## src/logic/issue_pkg.sv

```systemverilog
package issue_pkg;

    // register address and program counter widths
    localparam int REG_W = 5;
    localparam int PC_W  = 64;

    // retire_pc when no trap or interrupt is taken
    localparam logic [PC_W-1:0] RETIRE_NONE = '1;

    // instruction class from decode
    typedef enum logic [2:0] {
        IC_ALU    = 3'd0,
        IC_MULDIV = 3'd1,
        IC_LSU    = 3'd2,
        IC_CSR    = 3'd3,
        IC_JUMP   = 3'd4,
        IC_TRAP   = 3'd5
    } iclass_e;

    // execution unit a slot is sent to
    typedef enum logic [1:0] {
        U_NONE = 2'd0,
        U_ALU0 = 2'd1,
        U_ALU1 = 2'd2,
        U_MMU  = 2'd3
    } unit_e;

endpackage

```

## src/logic/exec_unit.sv

```systemverilog
module exec_unit #(
    parameter int BASE_LATENCY = 1,
    parameter int LONG_LATENCY = 4
) (
    input  logic                        clk,
    input  logic                        rst_n,
    input  logic                        start,
    input  issue_pkg::iclass_e          start_class,
    input  logic [issue_pkg::REG_W-1:0] start_rd,
    output logic                        busy,
    output logic [issue_pkg::REG_W-1:0] dest,
    output logic                        wb_valid,
    output logic [issue_pkg::REG_W-1:0] wb_rd
);

    localparam int MAX_LATENCY = (LONG_LATENCY > BASE_LATENCY) ? LONG_LATENCY : BASE_LATENCY;
    localparam int CNT_W       = $clog2(MAX_LATENCY + 1);

    logic [CNT_W-1:0]            count;
    logic [CNT_W-1:0]            load_value;
    logic [issue_pkg::REG_W-1:0] rd_q;

    // muldiv runs the long path
    always_comb begin
        if (start_class == issue_pkg::IC_MULDIV) begin
            load_value = CNT_W'(LONG_LATENCY);
        end else begin
            load_value = CNT_W'(BASE_LATENCY);
        end
    end

    // a start in the last cycle reloads the down-counter directly
    always_ff @(posedge clk) begin
        if (!rst_n) begin
            count <= '0;
        end else if (start) begin
            count <= load_value;
        end else if (count != '0) begin
            count <= count - 1'b1;
        end
    end

    always_ff @(posedge clk) begin
        if (start) begin
            rd_q <= start_rd;
        end
    end

    assign busy     = (count != '0);
    assign wb_valid = (count == CNT_W'(1));

    // destination only visible while occupied
    assign dest  = busy ? rd_q : '0;
    assign wb_rd = wb_valid ? rd_q : '0;

    // scoreboard may only start an idle unit or one in its writeback cycle
    start_when_free_a: assert property (
        @(posedge clk) disable iff (!rst_n)
        start |-> (!busy || wb_valid)
    );

endmodule

```

## src/logic/issue_scoreboard.sv

```systemverilog
module issue_scoreboard (
    input  logic                        clk,
    input  logic                        rst_n,
    input  logic                        slot0_valid,
    input  logic [issue_pkg::PC_W-1:0]  slot0_pc,
    input  issue_pkg::iclass_e          slot0_class,
    input  logic [issue_pkg::REG_W-1:0] slot0_rs1,
    input  logic                        slot0_rs1_en,
    input  logic [issue_pkg::REG_W-1:0] slot0_rs2,
    input  logic                        slot0_rs2_en,
    input  logic [issue_pkg::REG_W-1:0] slot0_rd,
    input  logic                        slot0_rd_en,
    input  logic                        slot1_valid,
    input  logic [issue_pkg::PC_W-1:0]  slot1_pc,
    input  issue_pkg::iclass_e          slot1_class,
    input  logic [issue_pkg::REG_W-1:0] slot1_rs1,
    input  logic                        slot1_rs1_en,
    input  logic [issue_pkg::REG_W-1:0] slot1_rs2,
    input  logic                        slot1_rs2_en,
    input  logic [issue_pkg::REG_W-1:0] slot1_rd,
    input  logic                        slot1_rd_en,
    input  logic                        timer_intr,
    input  logic                        alu0_busy,
    input  logic [issue_pkg::REG_W-1:0] alu0_dest,
    input  logic                        alu1_busy,
    input  logic [issue_pkg::REG_W-1:0] alu1_dest,
    input  logic                        mmu_busy,
    input  logic [issue_pkg::REG_W-1:0] mmu_dest,
    output logic                        slot0_issue,
    output logic                        slot1_issue,
    output issue_pkg::unit_e            slot0_unit,
    output issue_pkg::unit_e            slot1_unit,
    output logic                        slot0_squash,
    output logic                        slot1_squash,
    output logic                        trap_valid,
    output logic [issue_pkg::PC_W-1:0]  retire_pc,
    output logic                        alu0_start,
    output issue_pkg::iclass_e          alu0_start_class,
    output logic [issue_pkg::REG_W-1:0] alu0_start_rd,
    output logic                        alu1_start,
    output issue_pkg::iclass_e          alu1_start_class,
    output logic [issue_pkg::REG_W-1:0] alu1_start_rd,
    output logic                        mmu_start,
    output issue_pkg::iclass_e          mmu_start_class,
    output logic [issue_pkg::REG_W-1:0] mmu_start_rd
);

    // any enabled register of a slot equal to a live, nonzero destination
    function automatic logic slot_hit(
        input logic [issue_pkg::REG_W-1:0] rs1,
        input logic                        rs1_en,
        input logic [issue_pkg::REG_W-1:0] rs2,
        input logic                        rs2_en,
        input logic [issue_pkg::REG_W-1:0] rd,
        input logic                        rd_en,
        input logic                        live,
        input logic [issue_pkg::REG_W-1:0] dst
    );
        logic hit;
        hit = 1'b0;
        if (live && dst != '0) begin
            hit = (rs1_en && rs1 == dst) || (rs2_en && rs2 == dst) || (rd_en && rd == dst);
        end
        return hit;
    endfunction

    // fitting unit for a class given what is still free
    function automatic issue_pkg::unit_e pick_unit(
        input issue_pkg::iclass_e cls,
        input logic               a0_free,
        input logic               a1_free,
        input logic               m_free,
        input logic               quiet
    );
        issue_pkg::unit_e u;
        u = issue_pkg::U_NONE;
        case (cls)
            issue_pkg::IC_ALU, issue_pkg::IC_MULDIV, issue_pkg::IC_JUMP: begin
                if (a0_free) begin
                    u = issue_pkg::U_ALU0;
                end else if (a1_free) begin
                    u = issue_pkg::U_ALU1;
                end
            end
            issue_pkg::IC_CSR: begin
                if (a0_free) begin
                    u = issue_pkg::U_ALU0;
                end
            end
            issue_pkg::IC_LSU: begin
                if (m_free) begin
                    u = issue_pkg::U_MMU;
                end
            end
            // traps need the whole backend drained
            issue_pkg::IC_TRAP: begin
                if (quiet && a0_free) begin
                    u = issue_pkg::U_ALU0;
                end
            end
            default: u = issue_pkg::U_NONE;
        endcase
        return u;
    endfunction

    logic                        s1_older;
    logic                        all_idle;
    logic                        intr_take;

    logic                        o_valid;
    logic [issue_pkg::PC_W-1:0]  o_pc;
    issue_pkg::iclass_e          o_class;
    logic [issue_pkg::REG_W-1:0] o_rs1;
    logic                        o_rs1_en;
    logic [issue_pkg::REG_W-1:0] o_rs2;
    logic                        o_rs2_en;
    logic [issue_pkg::REG_W-1:0] o_rd;
    logic                        o_rd_en;
    logic                        o_busy_haz;
    issue_pkg::unit_e            o_pick;
    logic                        o_issue;
    issue_pkg::unit_e            o_unit;
    logic                        o_trap;
    logic                        o_jump;

    logic                        y_valid;
    issue_pkg::iclass_e          y_class;
    logic [issue_pkg::REG_W-1:0] y_rs1;
    logic                        y_rs1_en;
    logic [issue_pkg::REG_W-1:0] y_rs2;
    logic                        y_rs2_en;
    logic [issue_pkg::REG_W-1:0] y_rd;
    logic                        y_rd_en;
    logic                        y_busy_haz;
    logic                        y_pair_haz;
    logic                        y_kill;
    issue_pkg::unit_e            y_pick;
    logic                        y_issue;
    issue_pkg::unit_e            y_unit;
    logic                        y_squash;

    // an invalid slot never counts as the older one
    assign s1_older = slot1_valid && (!slot0_valid || (slot1_pc < slot0_pc));

    assign o_valid  = s1_older ? slot1_valid  : slot0_valid;
    assign o_pc     = s1_older ? slot1_pc     : slot0_pc;
    assign o_class  = s1_older ? slot1_class  : slot0_class;
    assign o_rs1    = s1_older ? slot1_rs1    : slot0_rs1;
    assign o_rs1_en = s1_older ? slot1_rs1_en : slot0_rs1_en;
    assign o_rs2    = s1_older ? slot1_rs2    : slot0_rs2;
    assign o_rs2_en = s1_older ? slot1_rs2_en : slot0_rs2_en;
    assign o_rd     = s1_older ? slot1_rd     : slot0_rd;
    assign o_rd_en  = s1_older ? slot1_rd_en  : slot0_rd_en;

    assign y_valid  = s1_older ? slot0_valid  : slot1_valid;
    assign y_class  = s1_older ? slot0_class  : slot1_class;
    assign y_rs1    = s1_older ? slot0_rs1    : slot1_rs1;
    assign y_rs1_en = s1_older ? slot0_rs1_en : slot1_rs1_en;
    assign y_rs2    = s1_older ? slot0_rs2    : slot1_rs2;
    assign y_rs2_en = s1_older ? slot0_rs2_en : slot1_rs2_en;
    assign y_rd     = s1_older ? slot0_rd     : slot1_rd;
    assign y_rd_en  = s1_older ? slot0_rd_en  : slot1_rd_en;

    assign all_idle  = !alu0_busy && !alu1_busy && !mmu_busy;
    assign intr_take = timer_intr && all_idle && o_valid;

    // older slot against the busy units
    assign o_busy_haz =
        slot_hit(o_rs1, o_rs1_en, o_rs2, o_rs2_en, o_rd, o_rd_en, alu0_busy, alu0_dest) ||
        slot_hit(o_rs1, o_rs1_en, o_rs2, o_rs2_en, o_rd, o_rd_en, alu1_busy, alu1_dest) ||
        slot_hit(o_rs1, o_rs1_en, o_rs2, o_rs2_en, o_rd, o_rd_en, mmu_busy, mmu_dest);

    assign o_pick  = pick_unit(o_class, !alu0_busy, !alu1_busy, !mmu_busy, all_idle);
    assign o_issue = o_valid && !o_busy_haz && !intr_take && (o_pick != issue_pkg::U_NONE);
    assign o_unit  = o_issue ? o_pick : issue_pkg::U_NONE;
    assign o_trap  = o_issue && (o_class == issue_pkg::IC_TRAP);
    assign o_jump  = o_issue && (o_class == issue_pkg::IC_JUMP);

    // younger slot sees the units left over after the older claim
    assign y_busy_haz =
        slot_hit(y_rs1, y_rs1_en, y_rs2, y_rs2_en, y_rd, y_rd_en, alu0_busy, alu0_dest) ||
        slot_hit(y_rs1, y_rs1_en, y_rs2, y_rs2_en, y_rd, y_rd_en, alu1_busy, alu1_dest) ||
        slot_hit(y_rs1, y_rs1_en, y_rs2, y_rs2_en, y_rd, y_rd_en, mmu_busy, mmu_dest);
    assign y_pair_haz =
        slot_hit(y_rs1, y_rs1_en, y_rs2, y_rs2_en, y_rd, y_rd_en, o_valid && o_rd_en, o_rd);

    assign y_kill = intr_take || o_trap || o_jump;
    assign y_pick = pick_unit(y_class,
                              !alu0_busy && (o_unit != issue_pkg::U_ALU0),
                              !alu1_busy && (o_unit != issue_pkg::U_ALU1),
                              !mmu_busy && (o_unit != issue_pkg::U_MMU),
                              all_idle && !o_issue);

    assign y_issue = y_valid && !y_kill && !y_busy_haz && !y_pair_haz &&
                     !(o_valid && !o_issue) && (y_pick != issue_pkg::U_NONE);
    assign y_unit   = y_issue ? y_pick : issue_pkg::U_NONE;
    assign y_squash = y_valid && y_kill;

    assign trap_valid = intr_take || o_trap;
    assign retire_pc  = (intr_take || o_trap) ? o_pc : issue_pkg::RETIRE_NONE;

    // back to slot order
    assign slot0_issue  = s1_older ? y_issue  : o_issue;
    assign slot1_issue  = s1_older ? o_issue  : y_issue;
    assign slot0_unit   = s1_older ? y_unit   : o_unit;
    assign slot1_unit   = s1_older ? o_unit   : y_unit;
    assign slot0_squash = s1_older ? y_squash : 1'b0;
    assign slot1_squash = s1_older ? 1'b0     : y_squash;

    assign alu0_start       = (o_unit == issue_pkg::U_ALU0) || (y_unit == issue_pkg::U_ALU0);
    assign alu0_start_class = (o_unit == issue_pkg::U_ALU0) ? o_class : y_class;
    assign alu0_start_rd    = (o_unit == issue_pkg::U_ALU0) ? (o_rd_en ? o_rd : '0) :
                                                              (y_rd_en ? y_rd : '0);

    assign alu1_start       = (o_unit == issue_pkg::U_ALU1) || (y_unit == issue_pkg::U_ALU1);
    assign alu1_start_class = (o_unit == issue_pkg::U_ALU1) ? o_class : y_class;
    assign alu1_start_rd    = (o_unit == issue_pkg::U_ALU1) ? (o_rd_en ? o_rd : '0) :
                                                              (y_rd_en ? y_rd : '0);

    assign mmu_start        = (o_unit == issue_pkg::U_MMU) || (y_unit == issue_pkg::U_MMU);
    assign mmu_start_class  = (o_unit == issue_pkg::U_MMU) ? o_class : y_class;
    assign mmu_start_rd     = (o_unit == issue_pkg::U_MMU) ? (o_rd_en ? o_rd : '0) :
                                                             (y_rd_en ? y_rd : '0);

    // both slots issuing must land on different units
    unit_unique_a: assert property (
        @(posedge clk) disable iff (!rst_n)
        (slot0_issue && slot1_issue) |-> (slot0_unit != slot1_unit)
    );

    issue_or_squash_a: assert property (
        @(posedge clk) disable iff (!rst_n)
        !(slot0_issue && slot0_squash) && !(slot1_issue && slot1_squash)
    );

endmodule

```

## src/logic/issue_top.sv

```systemverilog
module issue_top #(
    parameter int ALU_LATENCY    = 1,
    parameter int MULDIV_LATENCY = 4,
    parameter int MEM_LATENCY    = 3
) (
    input  logic                        clk,
    input  logic                        rst_n,
    input  logic                        timer_intr,
    input  logic                        slot0_valid,
    input  logic [issue_pkg::PC_W-1:0]  slot0_pc,
    input  issue_pkg::iclass_e          slot0_class,
    input  logic [issue_pkg::REG_W-1:0] slot0_rs1,
    input  logic                        slot0_rs1_en,
    input  logic [issue_pkg::REG_W-1:0] slot0_rs2,
    input  logic                        slot0_rs2_en,
    input  logic [issue_pkg::REG_W-1:0] slot0_rd,
    input  logic                        slot0_rd_en,
    input  logic                        slot1_valid,
    input  logic [issue_pkg::PC_W-1:0]  slot1_pc,
    input  issue_pkg::iclass_e          slot1_class,
    input  logic [issue_pkg::REG_W-1:0] slot1_rs1,
    input  logic                        slot1_rs1_en,
    input  logic [issue_pkg::REG_W-1:0] slot1_rs2,
    input  logic                        slot1_rs2_en,
    input  logic [issue_pkg::REG_W-1:0] slot1_rd,
    input  logic                        slot1_rd_en,
    output logic                        slot0_issue,
    output logic                        slot1_issue,
    output issue_pkg::unit_e            slot0_unit,
    output issue_pkg::unit_e            slot1_unit,
    output logic                        slot0_squash,
    output logic                        slot1_squash,
    output logic                        trap_valid,
    output logic [issue_pkg::PC_W-1:0]  retire_pc,
    output logic                        alu0_wb_valid,
    output logic [issue_pkg::REG_W-1:0] alu0_wb_rd,
    output logic                        alu1_wb_valid,
    output logic [issue_pkg::REG_W-1:0] alu1_wb_rd,
    output logic                        mmu_wb_valid,
    output logic [issue_pkg::REG_W-1:0] mmu_wb_rd
);

    logic                        alu0_start;
    issue_pkg::iclass_e          alu0_start_class;
    logic [issue_pkg::REG_W-1:0] alu0_start_rd;
    logic                        alu0_busy;
    logic [issue_pkg::REG_W-1:0] alu0_dest;

    logic                        alu1_start;
    issue_pkg::iclass_e          alu1_start_class;
    logic [issue_pkg::REG_W-1:0] alu1_start_rd;
    logic                        alu1_busy;
    logic [issue_pkg::REG_W-1:0] alu1_dest;

    logic                        mmu_start;
    issue_pkg::iclass_e          mmu_start_class;
    logic [issue_pkg::REG_W-1:0] mmu_start_rd;
    logic                        mmu_busy;
    logic [issue_pkg::REG_W-1:0] mmu_dest;

    // port names match the local nets one to one
    issue_scoreboard u_scoreboard (.*);

    exec_unit #(
        .BASE_LATENCY (ALU_LATENCY),
        .LONG_LATENCY (MULDIV_LATENCY)
    ) u_alu0 (
        .clk         (clk),
        .rst_n       (rst_n),
        .start       (alu0_start),
        .start_class (alu0_start_class),
        .start_rd    (alu0_start_rd),
        .busy        (alu0_busy),
        .dest        (alu0_dest),
        .wb_valid    (alu0_wb_valid),
        .wb_rd       (alu0_wb_rd)
    );

    exec_unit #(
        .BASE_LATENCY (ALU_LATENCY),
        .LONG_LATENCY (MULDIV_LATENCY)
    ) u_alu1 (
        .clk         (clk),
        .rst_n       (rst_n),
        .start       (alu1_start),
        .start_class (alu1_start_class),
        .start_rd    (alu1_start_rd),
        .busy        (alu1_busy),
        .dest        (alu1_dest),
        .wb_valid    (alu1_wb_valid),
        .wb_rd       (alu1_wb_rd)
    );

    // memory unit has one latency whatever the class
    exec_unit #(
        .BASE_LATENCY (MEM_LATENCY),
        .LONG_LATENCY (MEM_LATENCY)
    ) u_mmu (
        .clk         (clk),
        .rst_n       (rst_n),
        .start       (mmu_start),
        .start_class (mmu_start_class),
        .start_rd    (mmu_start_rd),
        .busy        (mmu_busy),
        .dest        (mmu_dest),
        .wb_valid    (mmu_wb_valid),
        .wb_rd       (mmu_wb_rd)
    );

endmodule

```

## config.mk

```make
export PLATFORM = sky130hd
export DESIGN_NAME = issue_top
export DESIGN_NICKNAME = d
export VERILOG_FILES = /design/src/logic/issue_pkg.sv /design/src/logic/exec_unit.sv /design/src/logic/issue_scoreboard.sv /design/src/logic/issue_top.sv
export SDC_FILE = /design/constraint.sdc
export NUM_CORES = 1
export LEC_CHECK = 0
export BUFFER_PORTS_ARGS = -buffer_cell sky130_fd_sc_hd__buf_2
export CAP_MARGIN = 20
export CORE_MARGIN = 1
export CORE_UTILIZATION = 40
export CTS_CLUSTER_SIZE = 20
export DETAILED_ROUTE_END_ITERATION = 7
export PLACE_DENSITY = 0.68
export SLEW_MARGIN = 0
export SYNTH_ARGS = -nofsm -noshare
export SYNTH_HDL_FRONTEND = slang
export SYNTH_SLANG_ARGS = --single-unit
```

## constraint.sdc

```tcl
create_clock -name clk -period 5.3 [get_ports clk]
set_input_delay 0.53 -clock clk [delete_from_list [all_inputs] [get_ports clk]]
set_output_delay 0.53 -clock clk [all_outputs]
set_load 0.02 [all_outputs]
```

==> results of run 1 <==
registers in the layout, indices dropped and copies added (netlist names):
name and flops:
u_alu0.count 3, u_alu0.rd_q 5, u_alu1.count 3, u_alu1.rd_q 5
u_mmu.count 2, u_mmu.rd_q 5
placed cells by master, fill, tap and decap left out, drive strengths merged, types with 4 or more instances in the layout:
cell type  count
o21a           4
a221oi         9
nor2          38
xnor2         52
ha            71
and3          10
and2          25
o41a           4
nor4          21
edfxtp        15
o22ai         10
nand4         19
nor2b         12
nand2        136
dfxtp          8
a21oi         50
or4           12
o2111a         4
a211oi         7
a22oi          5
a41oi          5
inv           91
a21o           5
xor2          49
o31ai          6
buf          371
a2111oi       10
a21boi         6
mux2i         35
a31oi         17
mux2           5
nand2b        16
o21ai         57
nand3         36
o211ai        71
nor3          17
worst max path at each step:
stage / to / slack, ps
final: slot1_unit[0] / 150
after floorplan: slot0_unit[0] / 210
after CTS: slot1_issue / -2
after detailed placement: slot0_issue / -100
after global routing: slot1_unit[0] / -40
after global placement: slot0_issue / -50
Yosys cell counts (9+ instances only):
library cell  number  area, µm²
nand2_1          136        510
inv_1             91        342
ha_1              71        888
o211ai_1          71        533
clkbuf_1          61        229
a21oi_1           50        250
xnor2_1           49        429
xor2_1            49        429
o21ai_0           48        240
nor2_1            38        143
mux2i_1           35        350
nand3_1           34        170
and2_1            25        156
nor4_1            20        125
a31oi_1           17        106
nand2b_1          16        100
nand4_1           16        100
edfxtp_1          15        450
nor3_1            14       70.1
buf_2             12       60.1
nor2b_1           12       75.1
and3_1            10       62.6
o22ai_1           10       62.6
or4_1             10       75.1
a221oi_1           9       78.8
layer usage:
layer | GRT usage | part of all wire | up-vias
met3 | 0.0287 | 0.079 | 118
met5 | 0 | 0 | -
li1 | - | - | 4477
met2 | 0.488 | 0.46 | 493
met4 | 0.142 | 0.051 | 0
met1 | 0.398 | 0.41 | 4342
logic make-up (layout without fill, tap and decap cells):
| logic type | count (synthesis) | in the layout | synth area share |
|---|---|---|---|
| buf+inv | 173 | 466 | 0.0927 |
| fa+ha+maj | 71 | 71 | 0.119 |
| compound gates | 297 | 297 | 0.279 |
| mux | 40 | 40 | 0.0543 |
| flops | 23 | 23 | 0.0816 |
| xor+xnor | 101 | 101 | 0.123 |
| simple gates | 360 | 360 | 0.251 |
area by class of cell:
type / count / area (µm²)
Fill cell: 1726 / 7990
Multi-Input combinational cell: 869 / 6560
Timing Repair Buffer: 371 / 2280
Sequential cell: 23 / 611
Inverter: 91 / 347
Tap cell: 229 / 287
Clock buffer: 3 / 75.1
Clock inverter: 1 / 5.00
power by group:
| group | internal (mW) | total, mW | switching [mW] |
|---|---|---|---|
| Clock | 0.102 | 0.164 | 0.0627 |
| Combinational | 1.05 | 2.64 | 1.59 |
| Sequential | 0.252 | 0.307 | 0.0549 |
| Total | 1.40 | 3.11 | 1.71 |
what timing repair did:
item                       in CTS  in global routing
hold endpoints to repair        0                  0
setup endpoints to repair       4                 73
pin swaps                      10                 40
gates resized for setup        12                 74
setup buffers                   2                 14
through the flow:
| stage | std cells | TNS (ps) |
|---|---|---|
| detailed placement | 1567 | -212 |
| global route | 1587 | -93.8 |
| CTS | 1573 | -1.82 |
| finish | 1587 | 0 |
| global placement | 1567 | -68.0 |
| floorplan | 1065 | 0 |
==> metrics.md, run 1 <==
| Metric | Value |
|---|---|
| GRT overflow | 0 |
| Worst-margin pin slew | ~900 ps |
| Reg2reg start | u_alu0.count[0] |
| Hold EP | u_mmu.count[1] |
| Hold Slack | a little under 600 ps |
| Hold WC Path Type | in2reg |
| MaxCap Viol Count | 0 |
| CTS root buffer | clkbuf_16 |
| Worst Path Arrival | 4620 ps |
| Clk buf depth | 2 |
| Worst setup EP type | primary output |
| Final Hold Fails | 0 |
| Crit path largest cell delay | between 500 and 600 ps |
| Layout Nets | 1605 |
| Top delay family on crit path | simple AND/OR/NAND/NOR gates |
| R2r setup slk | roughly 650 ps |
| Routed Antenna Nets | 0 |
| Final worst path period need | 5150 ps |
| Pin count of the biggest net entering global routing | 121 |
| Pwr dens | a little over 300 nW/µm² |
| Failing checks | DRC |
| Worst r2r dst | u_mmu.count[1] |
| CP Depth | 20 |
| Ys flop type | edfxtp_1 |
| Relative slew slack | 0.401 |
| Crit. Startpoint | slot0_pc[60] |
| TritonCTS clock tree | done |
| FFs w/ async S/R, synth | 0 |
| Die height | between 100 and 150 µm |
| Worst Path Max Fanout | 7 |
| Clk slew on worst S/H paths | 60 ps |
| Vias/cell | 5.94 |
| #FFs+latches synth | 23 |
| Htree depth | 1 |
| CTS sink cnt | 23 |
| Maximum clock rate | 194 MHz |
| Wire per inst | 19.3 µm |
| DR vias | 9430 |
| Clk_lat worst skew | approximately 260 ps |
| Worst R2R Path Depth | 19 |
| Status | complete, but fails checks |
| WP buf/inv | 5 |
| Final Cycle Share | 0.972 |
| CP required | approximately 4800 ps |
| Placed cell areas | around 9500 µm² |
| Hold path cells | 2 |
| GRT Total Usage | 0.299 |
| Lkg Pwr | approximately 4.5 nW |
| First-pass GRT wire length | around 47000 µm |
| Hold_buf cts | 0 |
| Avg Inst Size Synth | about 7.0 µm² |
| PortBufs | about 270 |
| Synth-to-Final Area Change | 35.7% |
| Die Area | slightly below 20000 µm² |
| Critical path startpoint category | input port |
| Share of cells above drive strength 1 | 0.334 |
| Final setup viols | 0 |
| DR pass1 iterations | 8 |
| Count of flip-flops with a built-in enable after synthesis | 15 |
| RSZ-0062 raised after global routing | yes |
| Final Wtd Congestion | between 1 and 1.5 |
| Synth warnings | 0 |
| DRC errors left | 11 |
| Clk_skew | between 3 and 4 ps |
| HP Start | rst_n |
| Slew Viols, Final | 0 |
| Core area | 18100 µm² |
| CP Cell Sequence | buf_2, inv_1, ha_4, nand4_4, nor4_4, nand4_1, or4_4, a211o_4, nand3_4, buf_12, buf_12, mux2i_4, xor2_1, a2111oi_2, or4_4, nor3_4, o21ai_2, o21bai_4, mux2i_1, buf_4 |
| Max VDD drop | 0.285 mV |
| Drt total wl | 30600 µm |
| Synth Net Count | 1311 |
| Vias in the first global route | 8694 |
| I/O pin count | around 270 |
| Syn Inst Count | 1065 |
| Initial Util | 0.413 |
| CP max stage cell | or4_4 |
| Die width | 139 µm |
| Register area share after synthesis | 0.0816 |
| DRT iter0 DRCs | roughly 910 |
| # rows | 49 |
| Post-synthesis instance area | 7490 µm² |
| Worst Path Class, Setup | in2out |
| Hpwl dp | 24100 µm |
| Antenna Cells | 0 |
| Post-layout util | 0.560 |
| Dpl ws | -102 ps |
| Antenna violations before repair | 0 |
| Power Total | 3.11 mW |
| Synth unique cells | 85 |
| CTS Buf Count | 3 |
| Finished layout cell area | around 10000 µm² |
| Setup ws final | 146 ps |
Power figures use the tool's default switching activity.
==> inputs of run 2 (changes only) <==
MAX_ROUTING_LAYER = met4   (was unset)
==> run 2 against run 1 <==
The run still ends with DRC left. Hold slack got worse by 2.0 ps. Wire length increased by 1.7%. Clock skew increased by 0.90 ps. Core utilization up 1.0 points.
==> metrics.md, run 2 (synthesis gave the netlist of run 1 again) <==
| Metric | Value |
|---|---|
| Lkg Pwr | 4.57 nW (+1.0%) |
| Vias/cell | 5.96 (+0.38%) |
| Worst Path Class, Setup | in2out |
| Grt met2 use | 0.489 (+0.000797) |
| Hold path cells | 2 (unchanged) |
| # fillers | 1717 (-0.52%) |
| MaxCap Viol Count | 0 (unchanged) |
| Final Wtd Congestion | 1.04 (-4.2%) |
| Met3 Usage GRT | 0.0349 (+0.00622) |
| Initial Util | 0.413 (unchanged) |
| Worst Path Max Fanout | 6 (-1) |
| CTS root buffer | clkbuf_16 |
| # rows | 49 (unchanged) |
| Finished layout cell area | 10300 µm² (+1.8%) |
| Area of the multi-input gates | 6650 µm² (+1.3%) |
| Max VDD drop | 0.232 mV (-19%) |
| RSZ-0062 raised after global routing | yes |
| Clk buf depth | 2 (unchanged) |
| CTS sink cnt | 23 (unchanged) |
| Met1 Use GR | 0.396 (-0.00131) |
| Layout Nets | 1610 (+0.31%) |
| Final worst path period need | 5240 ps (+82.4 ps) |
| DRC errors left | 11 (unchanged) |
| Die height | 139 µm (unchanged) |
| Htree depth | 1 (unchanged) |
| Worst-margin pin slew | 1070 ps (+179 ps) |
| Setup TNS | 0 ps (unchanged) |
| Die Area | 19300 µm² (unchanged) |
| First-pass GRT wire length | 46900 µm (+0.49%) |
| Routed Antenna Nets | 0 (unchanged) |
| CP required | 4770 ps (about the same) |
| Worst R2R Path Depth | 18 (-1) |
| DR vias | 9502 (+0.76%) |
| GR peak layer | met2 |
| Placed cell areas | 9500 µm² (about the same) |
| Commonest non-fill, non-tap cell in the layout | buf_2 |
| TritonCTS clock tree | done |
| Core area | 18100 µm² (unchanged) |
| Clk_lat worst skew | 260 ps (about the same) |
| Pwr dens | 306 nW/µm² (about the same) |
| Synth-to-Final Area Change | 38.2% |
| PortBufs | 265 (unchanged) |
| Drt total wl | 31100 µm (+1.7%) |
| Status | complete, but fails checks |
| GRT Total Usage | 0.311 (+0.0116) |
| DR pass1 iterations | 7 (-1) |
| Critical path startpoint category | input port |
| Final Cycle Share | 0.988 (+0.0156) |
| DRT iter0 DRCs | 791 (-13%) |
| Vias in the first global route | 8737 (+0.49%) |
| Relative slew slack | 0.287 (-0.114) |
| CTS Buf Count | 3 (unchanged) |
| Share of cells above drive strength 1 | 0.342 (+0.00831) |
| GRT overflow | 0 (unchanged) |
| Clk slew on worst S/H paths | 60 ps (about the same) |
| Final setup viols | 0 (unchanged) |
| Hold WC Path Type | in2reg |
| Top flop regs | u_alu0.rd_q: 5 flops, u_alu1.rd_q: 5 flops, u_mmu.rd_q: 5 flops |
| Antenna violations before repair | 1 (+1) |
| Final Hold Fails | 0 (unchanged) |
| Pin count of the biggest net entering global routing | 115 (-5.0%) |
| Slew Viols, Final | 0 (unchanged) |
| Maximum clock rate | 191 MHz (-1.6%) |
| Hold_buf cts | 0 (unchanged) |
| Worst Path Arrival | 4710 ps (+90 ps) |
| Failing checks | DRC |
| I/O pin count | 266 (unchanged) |
| Wire per inst | 19.5 µm (+1.3%) |
| Die width | 139 µm (unchanged) |
| R2r setup slk | 710 ps (+60 ps) |
| Clk_skew | 4.51 ps (+0.904 ps) |
| Commonest cells after routing, fill and taps aside | buf_2, nand2_1, buf_4, inv_1, o211ai_1 |
| Worst setup EP type | primary output |
| Register area | 611 µm² (unchanged) |
| Hpwl dp | 24400 µm (+1.2%) |
==> run 2: path summary, 6_finish.rpt <==
path	startpoint	endpoint
max	slot1_pc[44]	slot1_unit[0]
min	rst_n	u_mmu.count[1]
max reg2reg	u_alu1.count[0]	u_alu0.rd_q[4]
min reg2reg	u_alu1.count[1]	u_alu1.count[1]
==> run 2: worst max-delay path, cell delays in order <==
cell and delay (ps):
buf_4 130, ha_4 250, nand4_1 180, nor4_4 300
nand4_1 170, or4_4 560, a211o_4 340, nand3_4 170
buf_6 170, mux2i_4 270, xor2_1 200, a2111oi_2 80
or4_4 450, nor3_4 310, o21ai_2 110, o21bai_4 190
mux2i_1 130, buf_4 170
==> run 2: cell type report <==
class,count,area share
diodes,1,0.000242
inverters,91,0.0340
well taps,229,0.0277
multi-input cells,870,0.643
clock buffers,3,0.00726
repair buffers,375,0.229
flip-flops and latches,23,0.0590
clock inverters,1,0.000484
==> run 2: metrics by stage <==
| stage | cells | hold WS [ps] | worst slack [ps] | util | total power [mW] |
|---|---|---|---|---|---|
| final | 1593 | 575 | 63.3 | 0.570 | 3.17 |
| after global routing | 1593 | 589 | -94.0 | 0.570 | 3.38 |
| after CTS | 1577 | 582 | 32.3 | 0.532 | 2.99 |
| after detailed placement | 1571 | 588 | -126 | 0.523 | 2.80 |
| after global placement | 1571 | 578 | -24.6 | 0.523 | 2.79 |
| after floorplan | 1065 | 558 | 205 | - | 1.92 |
==> run 2: routing by layer <==
metal  vias to the layer above  share of wire
li1                       4488              -
met1                      4398           0.41
met2                       503           0.45
met3                       113          0.078
met4                         0          0.054
met5                         -              0
==> run 2: timing repair <==
item | in CTS | in global routing
endpoints found under the setup margin | 4 | 73
pin swaps | 9 | 40
resized for setup | 11 | 103
setup buffers | 1 | 14
cloned | 1 | 1
==> run 2: power by group <==
group	internal [mW]	switching [mW]	total, mW
Combinational	1.08	1.62	2.70
Clock	0.102	0.0632	0.165
Sequential	0.252	0.0523	0.304
Total	1.43	1.73	3.17
